**src/rtl/color_pkg.sv**
```systemverilog
`default_nettype none

package color_pkg;

    // 4 bits per channel, red in the top nibble
    typedef struct packed {
        logic [3:0] red;
        logic [3:0] green;
        logic [3:0] blue;
    } color12_t;

    // Driven whenever the beam is outside the active area
    localparam color12_t COLOR_BLACK = '{red: 4'h0, green: 4'h0, blue: 4'h0};

endpackage

`default_nettype wire

```
**src/rtl/video_pkg.sv**
```systemverilog
`default_nettype none

package video_pkg;

    // Raster geometry, all lengths in pixels or lines
    typedef struct packed {
        logic [15:0] h_active;
        logic [15:0] h_front;
        logic [15:0] h_sync;
        logic [15:0] h_back;
        logic [15:0] v_active;
        logic [15:0] v_front;
        logic [15:0] v_sync;
        logic [15:0] v_back;
        logic        sync_pol;  // 1 = sync pulses high
    } raster_timing_t;

    // Standard 640x480 at 60 Hz, negative sync
    localparam raster_timing_t VGA_640X480 = '{
        h_active: 16'd640,
        h_front:  16'd16,
        h_sync:   16'd96,
        h_back:   16'd48,
        v_active: 16'd480,
        v_front:  16'd10,
        v_sync:   16'd2,
        v_back:   16'd33,
        sync_pol: 1'b0
    };

    // Current beam position with decoded levels
    typedef struct packed {
        logic [15:0] h;
        logic [15:0] v;
        logic        active;
        logic        hsync;   // Already at the configured polarity
        logic        vsync;
    } scan_pos_t;

    typedef struct packed {
        logic                hsync;
        logic                vsync;
        logic                active;
        color_pkg::color12_t color;
    } video_out_t;

endpackage

`default_nettype wire

```
**src/rtl/scan_timing.sv**
```systemverilog
`default_nettype none
`timescale 1ns/100ps

module scan_timing #(
    parameter video_pkg::raster_timing_t TIMING = video_pkg::VGA_640X480
) (
    input  wire logic            clk_read,
    input  wire logic            rst,
    output video_pkg::scan_pos_t pos,
    output logic                 frame_end
);

    // Line layout is active, front porch, sync, back porch
    localparam logic [15:0] H_SYNC_START = TIMING.h_active + TIMING.h_front;
    localparam logic [15:0] H_SYNC_END   = H_SYNC_START + TIMING.h_sync;
    localparam logic [15:0] H_TOTAL      = H_SYNC_END + TIMING.h_back;

    localparam logic [15:0] V_SYNC_START = TIMING.v_active + TIMING.v_front;
    localparam logic [15:0] V_SYNC_END   = V_SYNC_START + TIMING.v_sync;
    localparam logic [15:0] V_TOTAL      = V_SYNC_END + TIMING.v_back;

    logic [15:0] h_count;
    logic [15:0] v_count;
    logic        line_end;
    logic        in_hsync;
    logic        in_vsync;

    assign line_end = (h_count == H_TOTAL - 16'd1);

    always_ff @(posedge clk_read or posedge rst) begin
        if (rst) begin
            h_count <= '0;
            v_count <= '0;
        end else begin
            if (line_end) begin
                h_count <= '0;
                if (v_count == V_TOTAL - 16'd1) begin
                    v_count <= '0;
                end else begin
                    v_count <= v_count + 16'd1;
                end
            end else begin
                h_count <= h_count + 16'd1;
            end
        end
    end

    assign in_hsync = (h_count >= H_SYNC_START) && (h_count < H_SYNC_END);
    assign in_vsync = (v_count >= V_SYNC_START) && (v_count < V_SYNC_END);

    always_comb begin
        pos.h      = h_count;
        pos.v      = v_count;
        pos.active = (h_count < TIMING.h_active) && (v_count < TIMING.v_active);
        // Polarity bit is the asserted level
        pos.hsync  = in_hsync ? TIMING.sync_pol : ~TIMING.sync_pol;
        pos.vsync  = in_vsync ? TIMING.sync_pol : ~TIMING.sync_pol;
    end

    // Final blanking cycle before (0,0)
    assign frame_end = line_end && (v_count == V_TOTAL - 16'd1);

endmodule

`default_nettype wire

```
**config.mk**
```make
export PLATFORM = sky130hd
export DESIGN_NAME = scan_timing
export DESIGN_NICKNAME = d
export VERILOG_FILES = /design/src/rtl/color_pkg.sv /design/src/rtl/video_pkg.sv /design/src/rtl/scan_timing.sv
export SDC_FILE = /design/constraint.sdc
export NUM_CORES = 1
export LEC_CHECK = 0
export ABC_AREA = 1
export BUFFER_PORTS_ARGS = -buffer_cell sky130_fd_sc_hd__buf_2
export CORE_UTILIZATION = 35
export DETAILED_ROUTE_END_ITERATION = 10
export SYNTH_ARGS = -nofsm -noshare
export SYNTH_HDL_FRONTEND = slang
export SYNTH_SLANG_ARGS = --single-unit
```
**constraint.sdc**
```tcl
create_clock -name clk_read -period 2.1 [get_ports clk_read]
set_clock_uncertainty 0.2 [all_clocks]
set_input_delay 0.21 -clock clk_read [delete_from_list [all_inputs] [get_ports clk_read]]
set_output_delay 0.21 -clock clk_read [all_outputs]
set_load 0.02 [all_outputs]
```
; ---- After elaboration in Yosys (flattened, before gate mapping)
; Cells that the tools add are included.
[totals]
register_bits = 32
latch_bits = 0
ramBits = 0
romBits = 0
inputBits = 2
wordCells = 20
memories = 0
[op_classes]
n_addsub = 2
multipliers = 0
div_mod_pow = 0
order_cmp = 6
eq_ne = 2
shifts = 0
muxes = 4
bitwise_logic = 0
n_reduce_logical = 4
[op_table]
columns = op, n
row1 = $add 16x1->16 const B, 2
row2 = $eq 16x10->1 const B, 2
row3 = $lt 16x10->1 const B, 2
row4 = $lt 16x9->1 const B, 2
row5 = $mux 16, 2
row6 = $ge 16x10->1 const B, 1
row7 = $ge 16x9->1 const B, 1
row8 = $logic_and 1x1->1, 4
row9 = $mux 1, 2

; ---- Longest topological paths before layout
[logic_depth]
word_depth = 3
mapped_depth = 9
mapped_depth_nobuf = 9

; ---- Worst setup path before layout
; Ideal clock, no wire load.
[synth_timing]
path_type = reg2out
start = reg v_count[10]
end = out pos[2] (netlist bit)
t_arrival_ns = 1.458
t_required_ns = 1.690
path_slack_ns = 0.232
path_stages_with_launch = 6
n_path_buf = 0
cell_sequence = dfrtp_1 nor2_1 inv_1 nor3_1 nand2_1 nor3_1
[synth_lines]
columns = item, line_no
row1 = from (decl), scan_timing.sv:23  ; logic [15:0] v_count;
row2 = from (signal assigned), scan_timing.sv:40  ; v_count <= v_count + 16'd1;
row3 = to (decl), scan_timing.sv:9  ; output video_pkg::scan_pos_t pos,

==> flow_summary.ini <==
[detailed_routing]
vias = 1927
drt_iter0_markers = 75
ant_nets = 0
viasPerCell = 4.71
wirelength_um = 4880
wl_per_cell_um = 11.9
drc = 0
first_pass_iters = 4

[setup_path]
cp_data_required_time_ps = 1690
worstPathArrival_ps = 1570
cp_max_fo = 4
cp-end-kind = primary output
start_kind = flop
criticalPathCategory = flop to primary output

[logic_synthesis]
synth_area_um2 = 2030
syn_nets = 288
ys_warn_count = 0
ys_types = 26
synthFlopType = dfrtp_1
ys_seq_elements = 32
synthArstFlopShare_pct = 100
syn_area_per_cell_um2 = 7.21
synth_edf_count = 0
synth_cells = 281
ys_seq_area_share_pct = 39.5

[clocking]
cts_buffers = 5
clock_latency_ps = 290
cts_root_buffer = clkbuf_8
clock_path_buffers = 2
cts_tree = done
clock-sinks = 32
h-tree-depth = 2
clk_pin_slew_ps = 70

[power_and_ir_drop]
power.leakage_uw = 0.00133
peakVddDrop_mv = 0.374
power_density_nw_per_um2 = 478

[die]
core_um2 = 5540
die_h_um = 78.1
row_count = 27
io_pins = 38
fp.dieW_um = 78.1
start_util_pct = 36.6
design.die.area_um2 = 6100

[timing]
rsz0062_at_grt = yes
max_slew_margin_pct = 71.8
worst_pin_slew_ps = 424
final-max-slew-violation-count = 0
fin_setup_tns_ps = 0
fmax_mhz = 504
fin_crit_ps = 1980
period_share_pct = 94.5
setup_viol_count_final = 0
finalHoldViolCount = 0

[final_layout]
diodes = 0
final_common_cell = nand2_1
layout_common_cells = nand2_1 (66), inv_1 (44), buf_2 (35)
num-nets-final = 343
areaGrowthSynthToFinish_pct = 26.0
final_area_um2 = 2550
nFillCells = 558
drive_gt1_share_pct = 25.5

[global_routing]
grt_pass1_wl_um = 8080
overflow = 0
antenna_found_initial = 0
grt_pass1_vias = 1782
track_usage_pct = 17.2
grt_max_degree = 33

[place]
placed_cell_area_um2 = 2300
globalplace.congestion = 0.838
port_buffers = 37
detailed_place_hpwl_um = 3590

[run]
maxCapViolCount = 0

[outcome]
status = completed

[hold_path]
hold_path.class = flop to flop
[routing by layer]
layer | up-vias | wire [um] | GRT usage [%] | share of wire, %
met2 | 39 | 2240 | 28.1 | 46
met4 | 0 | 72 | 7.41 | 1.5
met5 | - | 0 | 0 | 0
li1 | 993 | - | - | -
met1 | 889 | 2340 | 21.4 | 48
met3 | 6 | 226 | 4.30 | 4.6
[final cells by class]
cell class | instances | area [um^2] | area share (%)
inverter | 47 | 176 | 6.91
sequential | 32 | 808 | 31.7
multi-input combinational | 199 | 1070 | 42.0
tap | 72 | 90.1 | 3.53
timing repair buffer | 51 | 298 | 11.7
clock buffer | 6 | 72.6 | 2.84
clock inverter | 2 | 35.0 | 1.37
[metrics by stage]
step / cells / utilization, % / hold slack (ps) / setup WS, ps / total power, uW
after detailed placement: 390 / 41.4 / 131 / 184 / 644
after CTS: 400 / 43.9 / 320 / 11.3 / 1240
after global routing: 409 / 46.1 / 349 / -32.0 / 1270
final: 409 / 46.1 / 315 / 116 / 1220
after global placement: 390 / 41.4 / 126 / 212 / 644
after floorplan: 281 / - / 126 / 232 / 637
[synth_stat cells (2+ instances only)]
cell type | n | area (um^2)
nand2_1 | 67 | 251
dfrtp_1 | 32 | 801
xor2_1 | 13 | 114
o21bai_1 | 2 | 15.0
nor3_1 | 14 | 70.1
inv_2 | 2 | 7.51
ha_1 | 5 | 62.6
nand3_1 | 27 | 135
o21ai_1 | 2 | 10.0
nand4_1 | 7 | 43.8
o2111ai_1 | 2 | 17.5
nor2_1 | 38 | 143
buf_6 | 2 | 22.5
nor2_2 | 3 | 18.8
inv_1 | 45 | 169
o21ai_0 | 9 | 45.0
nand2_2 | 2 | 12.5
[report_power, final]
group	switching [uW]	total, uW	internal, uW
Combinational	12.6	15.8	3.23
Clock	237	589	352
Sequential	0	616	616
[path summary, 6_finish.rpt]
check	startpoint	end	slack (ps)	depth (start not counted)
worst max-delay path	v_count[12]$_DFFE_PP0N_	pos[2]	120	6
worst min-delay path	h_count[0]$_DFF_PP0_	h_count[0]$_DFF_PP0_	310	1
worst max register to register	h_count[0]$_DFF_PP0_	v_count[12]$_DFFE_PP0N_	220	8
worst min register to register	h_count[0]$_DFF_PP0_	h_count[0]$_DFF_PP0_	310	1
max in group asynchronous	rst	v_count[1]$_DFFE_PP0N_	1020	4
min in group asynchronous	rst	h_count[13]$_DFF_PP0_	350	4
[flip-flops by register name, summed over array words and instances (netlist names)]
signal and count:
h_count 16, v_count 16
[worst max-delay path: stages, from the launching register on]
cell and delay, ps:
dfrtp_2 430, nor2_2 120, nand2_2 100, nor3_4 190, nand2_1 80, nor3_2 200, buf_4 170
[cells by family (layout without fill, tap and decap cells)]
| group | Yosys count | count (layout) | share of synthesized area [%] |
|---|---|---|---|
| compound gates | 17 | 17 | 5.00 |
| xor+xnor | 13 | 13 | 5.62 |
| fa+ha+maj | 5 | 5 | 3.09 |
| buf+inv | 50 | 106 | 10.1 |
| flops | 32 | 32 | 39.5 |
| simple gates | 164 | 164 | 36.7 |
[timing repair]
item                                    CTS  global route
resized for setup                         5            17
endpoints found under the setup margin    2             4
endpoints found under the hold margin    32             0
pin swaps                                 0             6
cloned                                    0             0
setup buffers                             1             9
hold buffers                              1             0
No activity file was read; power rests on OpenSTA's default activity.
