`config.mk`:
```
export PLATFORM = sky130hd
export DESIGN_NAME = pixel_fetch
export DESIGN_NICKNAME = d
export VERILOG_FILES = /design/src/rtl/color_pkg.sv /design/src/rtl/video_pkg.sv /design/src/rtl/pixel_fetch.sv
export SDC_FILE = /design/constraint.sdc
export NUM_CORES = 1
export LEC_CHECK = 0
export BUFFER_PORTS_ARGS = -buffer_cell sky130_fd_sc_hd__buf_2
export CAP_MARGIN = 20
export CORE_MARGIN = 2
export CORE_UTILIZATION = 30
export CTS_CLUSTER_DIAMETER = 60
export CTS_CLUSTER_SIZE = 10
export DETAILED_ROUTE_END_ITERATION = 12
export PLACE_DENSITY = 0.69
export SLEW_MARGIN = 20
export SYNTH_ARGS = -nofsm -noshare
export SYNTH_HDL_FRONTEND = slang
export SYNTH_SLANG_ARGS = --single-unit
export TNS_END_PERCENT = 1
```
`constraint.sdc`:
```
create_clock -name clk_read -period 0.8 [get_ports clk_read]
set_input_delay 0.08 -clock clk_read [delete_from_list [all_inputs] [get_ports clk_read]]
set_output_delay 0.08 -clock clk_read [all_outputs]
set_load 0.05 [all_outputs]
```
`src/rtl/color_pkg.sv`:
```
`default_nettype none

package color_pkg;

    // 4 bits per channel, red in the top nibble
    typedef struct packed {
        logic [3:0] red;
        logic [3:0] green;
        logic [3:0] blue;
    } color12_t;

    // Driven whenever the beam is outside the active area
    localparam color12_t COLOR_BLACK = '{red: 4'h0, green: 4'h0, blue: 4'h0};

endpackage

`default_nettype wire

```
`src/rtl/video_pkg.sv`:
```
`default_nettype none

package video_pkg;

    // Raster geometry, all lengths in pixels or lines
    typedef struct packed {
        logic [15:0] h_active;
        logic [15:0] h_front;
        logic [15:0] h_sync;
        logic [15:0] h_back;
        logic [15:0] v_active;
        logic [15:0] v_front;
        logic [15:0] v_sync;
        logic [15:0] v_back;
        logic        sync_pol;  // 1 = sync pulses high
    } raster_timing_t;

    // Standard 640x480 at 60 Hz, negative sync
    localparam raster_timing_t VGA_640X480 = '{
        h_active: 16'd640,
        h_front:  16'd16,
        h_sync:   16'd96,
        h_back:   16'd48,
        v_active: 16'd480,
        v_front:  16'd10,
        v_sync:   16'd2,
        v_back:   16'd33,
        sync_pol: 1'b0
    };

    // Current beam position with decoded levels
    typedef struct packed {
        logic [15:0] h;
        logic [15:0] v;
        logic        active;
        logic        hsync;   // Already at the configured polarity
        logic        vsync;
    } scan_pos_t;

    typedef struct packed {
        logic                hsync;
        logic                vsync;
        logic                active;
        color_pkg::color12_t color;
    } video_out_t;

endpackage

`default_nettype wire

```
`src/rtl/pixel_fetch.sv`:
```
`default_nettype none
`timescale 1ns/100ps

module pixel_fetch #(
    parameter int FB_WIDTH  = 160,
    parameter int FB_HEIGHT = 120,
    parameter int SCALE     = 4
) (
    input  wire logic                         clk_read,
    input  wire logic                         rst,
    input  wire video_pkg::scan_pos_t         pos,
    output logic [$clog2(FB_WIDTH)-1:0]       read_x,
    output logic [$clog2(FB_HEIGHT)-1:0]      read_y,
    input  wire color_pkg::color12_t          read_data,
    output video_pkg::video_out_t             video
);

    localparam logic [15:0] X_MAX = 16'(FB_WIDTH - 1);
    localparam logic [15:0] Y_MAX = 16'(FB_HEIGHT - 1);

    logic [15:0] fb_x;
    logic [15:0] fb_y;
    logic [2:0]  hsync_pipe;  // Index 2 lines up with read_data
    logic [2:0]  vsync_pipe;
    logic [2:0]  active_pipe;

    // Divide down to stored pixels, clamp blanking positions into the buffer
    always_comb begin
        fb_x = pos.h / 16'(SCALE);
        fb_y = pos.v / 16'(SCALE);
        if (fb_x > X_MAX) begin
            fb_x = X_MAX;
        end
        if (fb_y > Y_MAX) begin
            fb_y = Y_MAX;
        end
    end

    always_ff @(posedge clk_read or posedge rst) begin
        if (rst) begin
            read_x      <= '0;
            read_y      <= '0;
            active_pipe <= '0;
        end else begin
            read_x      <= fb_x[$clog2(FB_WIDTH)-1:0];
            read_y      <= fb_y[$clog2(FB_HEIGHT)-1:0];
            active_pipe <= {active_pipe[1:0], pos.active};
        end
    end

    // Sync levels flush to the idle level of (0,0) while reset holds the scan there
    always_ff @(posedge clk_read) begin
        hsync_pipe <= {hsync_pipe[1:0], pos.hsync};
        vsync_pipe <= {vsync_pipe[1:0], pos.vsync};
    end

    always_comb begin
        video.hsync  = hsync_pipe[2];
        video.vsync  = vsync_pipe[2];
        video.active = active_pipe[2];
        video.color  = active_pipe[2] ? read_data : color_pkg::COLOR_BLACK;
    end

endmodule

`default_nettype wire

```
======== Yosys cells after proc, flatten, opt, wreduce, memory -nomap -nowiden ========
Cells that the tools add are included.
storage, ports and cells
  latch bits .............................. 0
  bits of input ports ..................... 49
  bits in read-only memories .............. 0
  bits in registers ....................... 24
  output and inout bits ................... 30
  memories ................................ 0
  bits in writable memories ............... 0
operators by class
  reductions and logical operators ........ 0
  $add $sub $neg .......................... 0
  bitwise gates (word level) .............. 0
  eq/ne operators ......................... 0
  shift operators ......................... 0
  div/mod/pow operators ................... 0
  multiply operators ...................... 0
  order comparisons ....................... 2
  mux-type cells .......................... 3
operators by type and width
  kind                 number
  $gt 14x7->1 const B  1
  $gt 14x8->1 const B  1
  $mux 12              1
  $mux 8               1
  $mux 7               1

======== Logic depth before layout (Yosys ltp) ========
  depth after elaboration ................. 2
  mapped depth ............................ 2
  depth with buffers taken out ............ 2

======== Least setup slack after synthesis ========
No wires, ideal clock.
  path kind ............................... reg-to-output
  from .................................... register active_pipe[2]
  to ...................................... output video[10] (netlist bit)
  buffers on the path ..................... 1
  slack ................................... -0.266 ns
  cell stages (with the launch flop) ...... 3
  arrival ................................. 0.986 ns
  cells stage by stage .................... dfrtp_1 -> clkbuf_1 -> and2_1
RTL lines
  what                      line               RTL
  start: declaration        pixel_fetch.sv:25  logic [2:0] active_pipe;
  start signal: assignment  pixel_fetch.sv:47  active_pipe <= {active_pipe[1:0], pos.active};
  end: declaration          pixel_fetch.sv:15  output video_pkg::video_out_t video

==> impl_metrics.toml <==
[outcome]
outcome = "finished, violations left"
violations = "negative setup slack"

[worst_hold_path]
min_path_type = "in2reg"
hold_depth = 3
min_to = "read_y[5]$_DFF_PP0_"
hold_start = "pos[12]"

[setup_path]
r2r-start = "active_pipe[1]$_DFF_PP0_"
cp_data_required_time_ps = 720
r2r_cells = 0
crit_fanout = 6
endpoint_kind = "primary output"
cpMaxStageDelayCell = "dfrtp_2"
worst-r2r-setup-slack_ps = 330
critPathMaxStageDelay_ps = 450
cp_cell_sequence = "buf_6, and2_4, buf_8"
rr_endpoint = "active_pipe[2]$_DFF_PP0_"
arrival_ps = 1170
crit_path_start_kind = "flip-flop"
path_class = "reg2out"

[synthesis]
netlist.area_leader.share_pct = 51.4
yosysUniqueCellTypes = 16
ys_warn_count = 0
synth_nets = 112
avgSynthCellArea_um2 = 13.9
syn_inst = 63
ys_top_cells_by_area = "dfrtp_1 51%, dfxtp_1 14%, and2_1 8.6%"
ys_seq_area_share_pct = 65.0
synth_top_cell_by_area = "dfrtp_1"
syn_area_um2 = 877
synth_seq_cells = 24

[route]
routed_wl_um = 2360
postRouteAntennaNets = 0
via_per_inst = 4.63
post_drt_wl_per_cell_um = 12.4
num_vias = 880
drt-initial-drc-count = 19
post-route-drc-count = 0
dr.pass1.iters = 2

[floorplan]
dieArea_um2 = 3370
start_util_pct = 31.8
dieWidth_um = 58.1
ioPinCount = 79
die_h_um = 58.1
rows = 19
coreArea_um2 = 2760

[layout]
final-instance-count-excl-fill = 190
nets = 209
design_area_um2 = 1790
seqCellArea_um2 = 574
multi_input_area_um2 = 307
layout-drive-gt1-share_pct = 64.8
diodes = 0
synthToLayoutAreaGrowth_pct = 104
fill_cells = 211

[clock_tree]
postCtsHoldBufs = 15
numClockSinks = 24
clock_path_buffers = 2
cts_buffers = 3
clk_pin_slew_worst_paths_ps = 130
clk_latency_ps = 310
cts-root-buf = "clkbuf_4"
cts_tree = "yes"
htreeDepth = 1

[power]
seqPwrFrac_pct = 46.1
vdd_drop_max_mv = 1.14
p_total_mw = 2.71
pwr_density_cell_nw_per_um2 = 1510
leakage_nw = 0.824
p_switching_mw = 0.651
internal_power_mw = 2.05
comb_power_share_pct = 22.3
clkPwrFrac_pct = 31.6
sw_frac_of_total_pct = 24.1

[global_routing]
grt_pass1_wl_um = 3780
grtUsageTotal_pct = 14.9
grt_antenna_before_repair = 0
first_global_vias = 950
overflow = 0
grt_max_degree = 19

[sta]
layout_setup_ws_ps = -455
fmax_mhz = 797
fin_tns_setup_ps = -7870
post-route-min-period_ps = 1250
rsz0062_at_grt = "yes"
drv_slew = 0
finalClockSkew_ps = 0.752
worst_pin_slew_ps = 446
setup_violations = 30
hold-worst-slack_ps = 16.8
timing_hold_violations_final = 0
slew_headroom_pct = 70.0
finalCritPeriodShare_pct = 157

[place]
post_dp_cell_area_um2 = 1320
dp.cells = 168
io_buffer_count = 74
place_congestion = 0.711

[job]
cap_violations = 0
==> cells by family (layout without fill, tap and decap cells) <==
logic type             count (synthesis)  after routing  synth area share, %
AND/OR/NAND/NOR                       33             33                 31.0
flip-flops                            24             24                 65.1
buffers and inverters                  5            101                 3.42
AO/OA/AOI/OAI                          1              1                0.570
==> power groups by stage <==
stage	Clock (mW)	Combinational, mW	Sequential (mW)
floorplan	0	0.257	1.27
global placement	0	0.423	1.27
detailed placement	0	0.431	1.27
CTS	0.882	0.601	1.25
global route	0.938	0.641	1.25
finish	0.855	0.604	1.25
==> flip-flops by register name (all words and copies together) (netlist names) <==
register	cells
read_x	8
hsync_pipe	3
active_pipe	3
vsync_pipe	3
read_y	7
==> placed cells by master, fill, tap and decap left out, types with 3 or more instances in the layout <==
cell           instances
nand4b_1               8
dfrtp_1               17
clkbuf_4               3
nand3b_1               4
buf_6                 19
buf_4                  4
buf_2                 45
dlygate4sd3_1         15
buf_8                 13
and2_4                12
dfxtp_1                4
==> worst max-delay path: cells and delay by family (launching register included) <==
family                 cells  cell delay, ps
flip-flops                 1             450
AND/OR/NAND/NOR            1             130
buffers and inverters      2             280
==> per-layer routing <==
metal / GRT usage (%) / vias up / part of all wire (%)
met5: 0 / - / 0
met4: 8.97 / 0 / 2.6
met3: 3.35 / 6 / 10
met2: 31.2 / 55 / 57
met1: 11.8 / 407 / 30
li1: - / 412 / -
==> worst max path at each step <==
stage                                         from   endpoint  slack (ps)
after CTS                 active_pipe[2]$_DFF_PP0_  video[10]        -470
after global placement    active_pipe[2]$_DFF_PP0_   video[0]        -230
after floorplan           active_pipe[2]$_DFF_PP0_  video[11]         -50
after detailed placement  active_pipe[2]$_DFF_PP0_   video[0]        -270
after global routing      active_pipe[2]$_DFF_PP0_   video[4]        -510
final                     active_pipe[2]$_DFF_PP0_  video[10]        -450
==> per-stage QoR <==
stage / setup slack, ps / utilization [%]
final: -455 / 64.9
after global routing: -509 / 64.9
after CTS: -468 / 64.8
after detailed placement: -272 / 47.7
after global placement: -230 / 47.7
after floorplan: -49.5 / -
==> timing repair <==
item                                    4_1_cts  5_1_grt
endpoints found under the setup margin       30       32
setup buffers                                 3        0
pin swaps                                    10        2
gates resized for setup                      79        1
hold endpoints to repair                     32        1
==> cell usage after synthesis (all sizes together) <==
| cell type | n |
|---|---|
| nor3 | 1 |
| dfrtp | 18 |
| and2 | 12 |
| buf | 3 |
| inv | 1 |
| and4b | 2 |
| and4 | 1 |
| nand3 | 1 |
| clkbuf | 1 |
| nor2 | 1 |
| nand4 | 1 |
| nor4 | 2 |
| o21ai | 1 |
| nand4b | 8 |
| nand3b | 4 |
| dfxtp | 6 |
==> area by class of cell <==
class,count,share of cell area (%)
inverter,1,0.210
timing repair buffer,96,45.5
multi-input combinational,34,17.1
clock buffer,3,1.26
sequential,24,32.1
tap,31,2.17
clock inverter,1,1.68
(Power assumes the default switching activity.)
